## config.mk

```make
export PLATFORM = sky130hd
export DESIGN_NAME = cpuSupport
export DESIGN_NICKNAME = d
export VERILOG_FILES = /design/src/logic/ksPkg.sv /design/src/logic/cpuSupport.sv /design/src/logic/busCycle.sv /design/src/logic/intrArbiter.sv /design/src/logic/intervalTimer.sv /design/src/logic/consoleCtl.sv
export SDC_FILE = /design/constraint.sdc
export NUM_CORES = 1
export LEC_CHECK = 0
export ABC_AREA = 1
export BUFFER_PORTS_ARGS = -buffer_cell sky130_fd_sc_hd__clkbuf_2
export CAP_MARGIN = 25
export CORE_MARGIN = 1
export CORE_UTILIZATION = 50
export DETAILED_ROUTE_END_ITERATION = 8
export HOLD_SLACK_MARGIN = 0.15
export MAX_ROUTING_LAYER = met4
export PLACE_DENSITY = 0.88
export SETUP_SLACK_MARGIN = 0.1
export SLEW_MARGIN = 20
export SYNTH_ARGS = -nofsm -noshare
export SYNTH_HDL_FRONTEND = slang
export SYNTH_SLANG_ARGS = --single-unit
```

## constraint.sdc

```tcl
create_clock -name clk -period 2.5 [get_ports clk]
set_input_delay 0.25 -clock clk [delete_from_list [all_inputs] [get_ports clk]]
set_output_delay 0.25 -clock clk [all_outputs]
set_load 0.005 [all_outputs]
```

## src/logic/ksPkg.sv

```systemverilog
/*
 * KS10 support logic shared definitions
 * Word and priority widths, the bus address and interrupt handshake
 * structs, the state machine encodings and the timer constants used by
 * the console, timer, arbiter and bus cycle blocks.
 */

`default_nettype none

package ksPkg;

   //////////////////////////////
   // Widths

   localparam int wordWidth  = 36;          // PDP-10 word
   localparam int intpWidth  = 3;           // Priority 0..7
   localparam int intrLines  = 7;           // Bus lines 1..7
   localparam int timerWidth = 18;          // Timer count

   //////////////////////////////
   // Timer constants

   localparam int msecTicks     = 20;       // Enabled clocks per count
   localparam int timerLevel    = 3;        // Fixed timer priority
   localparam int prescaleWidth = $clog2(msecTicks);

   //////////////////////////////
   // Plain vector types

   typedef logic [wordWidth-1:0]     wordT;
   typedef logic [intpWidth-1:0]     intpT;        // 0 means none, 1 is highest
   typedef logic [intrLines:1]       intrLinesT;   // Bit n requests level n
   typedef logic [timerWidth-1:0]    timerCountT;
   typedef logic [prescaleWidth-1:0] prescaleT;

   //////////////////////////////
   // Structs between blocks

   // Bus address and flags
   typedef struct packed {
      logic ackCycle;                       // Interrupt acknowledge cycle
      intpT level;                          // Level being acknowledged
   } busAddrT;

   // Arbiter to bus unit
   typedef struct packed {
      logic pending;
      intpT level;
   } intrReqT;

   // Bus unit back to arbiter
   typedef struct packed {
      logic done;                           // One clock at end of cycle
      intpT level;
   } grantT;

   // State machines
   typedef enum logic {halted, running} runStateT;
   typedef enum logic [1:0] {idle, waitAck, waitRelease, finish} cycStateT;

endpackage

`default_nettype wire
```

## src/logic/cpuSupport.sv

```systemverilog
/*
 * KS10 CPU support logic, top level
 * Console run/halt control, interval timer, priority interrupt
 * controller and the interrupt acknowledge bus cycle.
 */

`timescale 1ns/1ps
`default_nettype none

module cpuSupport (
   input  wire                    clk,
   input  wire                    rst,
   input  wire                    cslRUN,       // Run switch
   input  wire                    cslHALT,      // Halt switch
   input  wire                    cslTIMEREN,   // Timer enable
   input  wire ksPkg::intrLinesT  busINTR,      // Bus interrupt lines
   input  wire                    intrDismiss,  // End of service
   input  wire                    busACK,       // Bus acknowledge
   input  wire ksPkg::wordT       busDATAI,     // Bus data input
   output logic                   cpuHALT,      // Run/halt status
   output logic                   busREQ,       // Bus request
   output ksPkg::busAddrT         busADDRO,     // Bus address and flags
   output ksPkg::intpT            curINTP,      // Level in service
   output ksPkg::wordT            intrVector,   // Last vector word
   output ksPkg::timerCountT      timerCOUNT    // Interval count
);

   logic           cpuRun;
   logic           timerINTR;
   ksPkg::intrReqT request;
   ksPkg::grantT   grant;

   consoleCtl uConsole (
      .clk        (clk),
      .rst        (rst),
      .cslRUN     (cslRUN),
      .cslHALT    (cslHALT),
      .cpuRun     (cpuRun),
      .cpuHALT    (cpuHALT)
   );

   intervalTimer uTimer (
      .clk        (clk),
      .rst        (rst),
      .timerEN    (cslTIMEREN),
      .grant      (grant),
      .timerINTR  (timerINTR),
      .timerCOUNT (timerCOUNT)
   );

   intrArbiter uArbiter (
      .clk         (clk),
      .rst         (rst),
      .busINTR     (busINTR),
      .timerINTR   (timerINTR),
      .intrDismiss (intrDismiss),
      .grant       (grant),
      .request     (request),
      .curINTP     (curINTP)
   );

   busCycle uBus (
      .clk        (clk),
      .rst        (rst),
      .cpuRun     (cpuRun),
      .request    (request),
      .busACK     (busACK),
      .busDATAI   (busDATAI),
      .busREQ     (busREQ),
      .busADDRO   (busADDRO),
      .grant      (grant),
      .intrVector (intrVector)
   );

endmodule

`default_nettype wire

```

## src/logic/busCycle.sv

```systemverilog
/*
 * Interrupt acknowledge bus cycle
 * Starts a cycle for the pending level while the CPU runs, then runs
 * the four-phase busREQ/busACK handshake. The device's vector word is
 * captured at the acknowledge and the grant pulses once the device has
 * released the bus.
 */

`timescale 1ns/1ps
`default_nettype none

module busCycle (
   input  wire                  clk,
   input  wire                  rst,
   input  wire                  cpuRun,      // New cycles allowed
   input  wire ksPkg::intrReqT  request,     // From arbiter
   input  wire                  busACK,      // Bus acknowledge
   input  wire ksPkg::wordT     busDATAI,    // Bus data input
   output logic                 busREQ,      // Bus request
   output ksPkg::busAddrT       busADDRO,    // Bus address and flags
   output ksPkg::grantT         grant,       // Cycle done to arbiter
   output ksPkg::wordT          intrVector   // Captured vector word
);

   ksPkg::cycStateT state;

   //////////////////////////////
   // Handshake FSM

   always_ff @(posedge clk) begin
      if (rst) begin
         state    <= ksPkg::idle;
         busADDRO <= '0;
      end else begin
         case (state)
            ksPkg::idle:
               // Wait out a slow release before requesting again
               if (request.pending && cpuRun && !busACK) begin
                  busADDRO.ackCycle <= 1'b1;
                  busADDRO.level    <= request.level;
                  state             <= ksPkg::waitAck;
               end
            ksPkg::waitAck:
               if (busACK)
                  state <= ksPkg::waitRelease;
            ksPkg::waitRelease:
               if (!busACK)
                  state <= ksPkg::finish;
            ksPkg::finish:
               state <= ksPkg::idle;
            default:
               state <= ksPkg::idle;
         endcase
      end
   end

   // Vector word is valid with the acknowledge
   always_ff @(posedge clk) begin
      if (rst)
         intrVector <= '0;
      else if (state == ksPkg::waitAck && busACK)
         intrVector <= busDATAI;
   end

   assign busREQ      = (state == ksPkg::waitAck);
   assign grant.done  = (state == ksPkg::finish);   // One clock only
   assign grant.level = busADDRO.level;

   //////////////////////////////
   // Bus protocol checks

   reqHeldUntilAck: assert property (
      @(posedge clk) disable iff (rst)
      busREQ && !busACK |=> busREQ
   ) else $error("busREQ dropped before busACK");

   addrStableDuringReq: assert property (
      @(posedge clk) disable iff (rst)
      busREQ |=> !busREQ || $stable(busADDRO)
   ) else $error("busADDRO changed while busREQ high");

endmodule

`default_nettype wire

```

## src/logic/intrArbiter.sv

```systemverilog
/*
 * Priority interrupt controller
 * Merges the seven bus lines with the timer request, picks the
 * lowest-numbered active line and holds one level in service from the
 * bus grant until the dismiss input.
 */

`timescale 1ns/1ps
`default_nettype none

module intrArbiter (
   input  wire                    clk,
   input  wire                    rst,
   input  wire ksPkg::intrLinesT  busINTR,      // Bus request lines
   input  wire                    timerINTR,    // Timer request
   input  wire                    intrDismiss,  // End of service
   input  wire ksPkg::grantT      grant,        // Cycle done from bus unit
   output ksPkg::intrReqT         request,      // To bus unit
   output ksPkg::intpT            curINTP       // Level in service
);

   ksPkg::intrLinesT lines;
   ksPkg::intpT      selLevel;

   //////////////////////////////
   // Priority select

   always_comb begin
      lines = busINTR;
      lines[ksPkg::timerLevel] = lines[ksPkg::timerLevel] | timerINTR;
      selLevel = '0;
      // Walk down so level 1 is the last to win
      for (int i = ksPkg::intrLines; i >= 1; i--) begin
         if (lines[i])
            selLevel = ksPkg::intpT'(i);
      end
   end

   //////////////////////////////
   // Registered request

   // Cleared on the grant clock so the old request is never seen twice
   always_ff @(posedge clk) begin
      if (rst) begin
         request <= '0;
      end else begin
         request.pending <= (selLevel != '0) && (curINTP == '0) && !grant.done;
         request.level   <= selLevel;
      end
   end

   // Level in service
   always_ff @(posedge clk) begin
      if (rst)
         curINTP <= '0;
      else if (grant.done)
         curINTP <= grant.level;
      else if (intrDismiss)
         curINTP <= '0;
   end

   // The bus unit must not finish a cycle on top of a level in service
   grantOnlyWhenIdle: assert property (
      @(posedge clk) disable iff (rst)
      grant.done |-> (curINTP == '0)
   ) else $error("grant while level %0d in service", curINTP);

endmodule

`default_nettype wire

```

## src/logic/intervalTimer.sv

```systemverilog
/*
 * Interval timer
 * A prescaler divides the clock by msecTicks while the timer is enabled.
 * Each wrap bumps the 18-bit count and raises the timer interrupt, which
 * stays set until its level is acknowledged on the bus.
 */

`timescale 1ns/1ps
`default_nettype none

module intervalTimer (
   input  wire                clk,
   input  wire                rst,
   input  wire                timerEN,     // Console timer enable
   input  wire ksPkg::grantT  grant,       // Acknowledge from bus unit
   output logic               timerINTR,   // Timer interrupt request
   output ksPkg::timerCountT  timerCOUNT
);

   ksPkg::prescaleT prescale;
   logic            tick;
   logic            timerClr;

   // Prescaler at its last state while enabled
   assign tick = timerEN &&
                 (prescale == ksPkg::prescaleT'(ksPkg::msecTicks - 1));

   assign timerClr = grant.done &&
                     (grant.level == ksPkg::intpT'(ksPkg::timerLevel));

   //////////////////////////////
   // Prescaler and count

   always_ff @(posedge clk) begin
      if (rst) begin
         prescale   <= '0;
         timerCOUNT <= '0;
      end else if (timerEN) begin
         if (tick) begin
            prescale   <= '0;
            timerCOUNT <= timerCOUNT + 1'b1;   // Wraps at full width
         end else begin
            prescale <= prescale + 1'b1;
         end
      end
   end

   // Interrupt flag where a new tick beats the acknowledge
   always_ff @(posedge clk) begin
      if (rst)
         timerINTR <= 1'b0;
      else if (tick)
         timerINTR <= 1'b1;
      else if (timerClr)
         timerINTR <= 1'b0;
   end

endmodule

`default_nettype wire

```

## src/logic/consoleCtl.sv

```systemverilog
/*
 * Console run/halt control
 * The RUN and HALT switches move a two-state machine. HALT wins when
 * both are pressed. cpuHALT and cpuRun are registered with the state.
 */

`timescale 1ns/1ps
`default_nettype none

module consoleCtl (
   input  wire   clk,
   input  wire   rst,
   input  wire   cslRUN,      // Run switch
   input  wire   cslHALT,     // Halt switch
   output logic  cpuRun,      // Bus cycles allowed
   output logic  cpuHALT      // Run/halt status
);

   ksPkg::runStateT state;
   ksPkg::runStateT nextState;

   always_comb begin
      nextState = state;
      if (cslHALT)
         nextState = ksPkg::halted;
      else if (cslRUN)
         nextState = ksPkg::running;
   end

   // Status flops load with the state so they follow the switch next clock
   always_ff @(posedge clk) begin
      if (rst) begin
         state   <= ksPkg::halted;
         cpuRun  <= 1'b0;
         cpuHALT <= 1'b1;
      end else begin
         state   <= nextState;
         cpuRun  <= (nextState == ksPkg::running);
         cpuHALT <= (nextState == ksPkg::halted);
      end
   end

endmodule

`default_nettype wire

```

==> summary.md <==
| Metric | Value |
|---|---|
| Outcome | `complete, no violations` |
| Clk slew on worst S/H paths | `0.07 ns` |
| FF-to-FF End | `uBus.intrVector[7]$_SDFFE_PP0P_` |
| CTS resizes | `0` |
| Comb power frac | `0.186` |
| Hold crit path type | `in -> reg` |
| H-tree depth | `3` |
| P_leak | `1.70 nW` |
| Row count | `27` |
| Post-synth top area share | `0.506` |
| Yosys warning total | `0` |
| Worst path max stage delay | `0.36 ns` |
| Drt pass-1 iters | `4` |
| Seq pwr share | `0.467` |
| CP arrival | `1.93 ns` |
| WL/cell | `11.9 µm` |
| GRT overflow | `0` |
| Final GP Congestion | `0.843` |
| Power per Cell Area | `775 mW/mm²` |
| Crit-path max FO | `37` |
| Path depth of the worst reg2reg path | `8` |
| Relative slew slack | `0.742` |
| Max Clk Rate | `0.583 GHz` |
| R2R Path Start | `uBus.state[1]$_SDFFE_PP0P_` |
| WL final | `7040 µm` |
| Root Driver | `clkbuf_8` |
| I/O pins | `113` |
| Critical Path RT | `2.72 ns` |
| CTS max path bufs | `2` |
| Die Y | `79.0 µm` |
| Max-slew violation count | `0` |
| CTS buffer count | `9` |
| Die ar. | `0.00624 mm²` |
| Worst-Margin Slew | `0.388 ns` |
| Post-CTS setup buffer count | `0` |
| Fin crit period | `1.71 ns` |
| Area Growth Syn to Fin | `28.9%` |
| Ant diodes | `0` |
| DR iter-0 viols | `119` |
| Nets | `569` |
| Startpoint Class | `flip-flop` |
| Final period utilization | `0.686` |
| CTS tree | `yes` |
| R2R setup slack | `0.79 ns` |
| Number of global-route vias before repair | `2,755` |
| CP Class | `reg -> reg` |
| #FFs+latches synth | `75` |
| Synth top area cells | `dfxtp_1, nor2_1, o21ai_0, nand2_1, inv_1` |
| HPWL Detailed | `5170 µm` |
| Hold Path End | `uBus.intrVector[17]$_SDFFE_PP0P_` |
| Initial core utilization | `0.529` |
| Yosys cell types | `23` |
| Gr usage total | `0.240` |
| RSZ-0062 raised after global routing | `false` |
| DR DRC count | `0` |
| Synthesized net count | `455` |
| DR vias | `2,941` |
| Clk sinks | `75` |
| First-pass GRT wire length | `11,600 µm` |
| Clock skew | `0.00617 ns` |
| Hold-critical path depth | `3` |
| Setup crit end kind | `flip-flop` |
| Max-cap violations | `0` |
| Net Sw Frac | `0.269` |
| Final ANT Viol Nets | `0` |
| Hold Vio Cnt, Final | `0` |
| Net Switching | `796 µW` |
| I/O Buffers | `112` |
| Largest net degree at the start of global routing | `38` |
| Slowest CP cell | `dfxtp_1` |
| Final setup vio count | `0` |
| Share of cells above drive strength 1 | `0.259` |
| Pint | `2.17 mW` |
| DR vias/cell | `4.98` |
| Total negative slack | `0 ns` |
| Crit-path cells | `inv_1 -> ha_1 -> nand2_1 -> buf_4 -> clkinv_1 -> buf_4 -> nor2_1 -> nor2_1` |
| Clock group share of total power | `0.347` |
| Mean Syn Cell Area | `7.43 µm²` |
| DP Worst Slack | `0.808 ns` |
| Initial antenna violation count | `0` |
| Worst VDD drop | `0.574 mV` |
| Cells after Synth | `399` |
| Yosys top cell by area | `dfxtp_1` |
| Sequential-to-total area share from yosys stat | `0.506` |
| Worst skew pair latency | `0.33 ns` |
| Hold Startpoint | `busDATAI[17]` |
| Die W | `79.0 µm` |
| Setup WS post-layout | `0.785 ns` |
| Core Area | `0.00561 mm²` |
| Final hold slack | `0.171 ns` |
| Cell Area, Synth | `0.00297 mm²` |
-- per-layer routing --
metal  routed length, µm  vias up  share of wire  GRT usage
met5                   0        -              0          -
met4                 104        0          0.015      0.100
met3                 473       10          0.067     0.0621
met2                3380      100           0.48      0.417
met1                3090     1318           0.44      0.259
li1                    -     1513              -          -
-- state kept, by name, summed over array words and instances, names as in the netlist, 2 cells and up --
register,flops
uTimer.timerCOUNT,18
uArbiter.request,4
uBus.busADDRO,4
uBus.state,2
uArbiter.curINTP,3
uBus.intrVector,36
uTimer.prescale,5
-- timing repair --
item | 4_1_cts | 5_1_grt
endpoints found under the hold margin | 1 | 0
hold buffers | 1 | 0
setup endpoints to repair | 0 | 0
-- metrics by stage --
stage | power, mW | cells | util | area, µm²
floorplan | 1.74 | 399 | - | 2970
global placement | 1.93 | 573 | 0.639 | 3590
detailed placement | 1.96 | 573 | 0.639 | 3590
CTS | 3.00 | 590 | 0.682 | 3820
global route | 3.14 | 590 | 0.682 | 3820
finish | 2.96 | 590 | 0.682 | 3820
-- worst max path at each step --
stage / from / endpoint / slack, ns / cells past startpoint
after floorplan: uBus.state[1]$_SDFFE_PP0P_ / uBus.intrVector[0]$_SDFFE_PP0P_ / 1.07 / 7
after global placement: uBus.state[1]$_SDFFE_PP0P_ / uBus.intrVector[29]$_SDFFE_PP0P_ / 0.90 / 8
after detailed placement: uBus.state[1]$_SDFFE_PP0P_ / uBus.intrVector[7]$_SDFFE_PP0P_ / 0.81 / 8
after CTS: uBus.state[1]$_SDFFE_PP0P_ / uBus.intrVector[7]$_SDFFE_PP0P_ / 0.80 / 8
after global routing: uBus.state[1]$_SDFFE_PP0P_ / uBus.intrVector[23]$_SDFFE_PP0P_ / 0.65 / 8
final: uBus.state[1]$_SDFFE_PP0P_ / uBus.intrVector[7]$_SDFFE_PP0P_ / 0.79 / 8
-- synthesized netlist by cell type (all sizes together) --
master  count
clkinv      1
nand2      43
buf         7
xnor2       1
nor3b       2
ha          6
nand4       8
nor3        6
a211oi      1
nor2      121
o21bai      1
xor2        3
a21oi      21
nand3      12
clkbuf      7
o21ai      52
o31ai       1
inv        31
dfxtp      75
-- cell usage in the layout (no fill, tap or decap), types with 2 or more instances in the layout --
cell	Yosys	routed
a21oi_1	21	21
buf_4	0	4
bufinv_16	0	2
clkbuf_2	0	112
clkbuf_8	0	11
dfxtp_1	75	75
ha_1	6	6
inv_1	31	31
nand2_1	42	42
nand3_1	11	11
nand4_1	8	8
nor2_1	120	120
nor3_1	6	6
nor3b_1	2	2
o21ai_0	52	52
xor2_1	3	3
-- logic make-up (layout without fill, tap and decap cells) --
group	count (synthesis)	after routing	synth area share
simple gates	192	192	0.265
buf+inv	46	165	0.0608
flops	75	75	0.506
xor+xnor	4	4	0.0118
fa+ha+maj	6	6	0.0253
compound gates	76	76	0.131
-- power groups by stage --
stage | clock network [mW] | logic (mW) | registers, mW
finish | 1.03 | 0.550 | 1.38
global route | 1.10 | 0.638 | 1.40
CTS | 1.06 | 0.553 | 1.38
detailed placement | 0 | 0.549 | 1.41
global placement | 0 | 0.527 | 1.40
floorplan | 0 | 0.329 | 1.41
-- critical path, delay by kind of cell (launching register included) --
family | cells | cell delay [ns]
flops | 1 | 0.36
simple gates | 3 | 0.30
fa+ha+maj | 1 | 0.20
buf+inv | 4 | 0.73
-- final cells by class --
class	instances	area, µm²
clock buffer	12	155
clock inverter	4	72.6
multi-input combinational	278	1280
tap	72	90.1
timing repair buffer	117	601
inverter	32	120
fill	480	1780
sequential	75	1500
(Power assumes the default switching activity.)
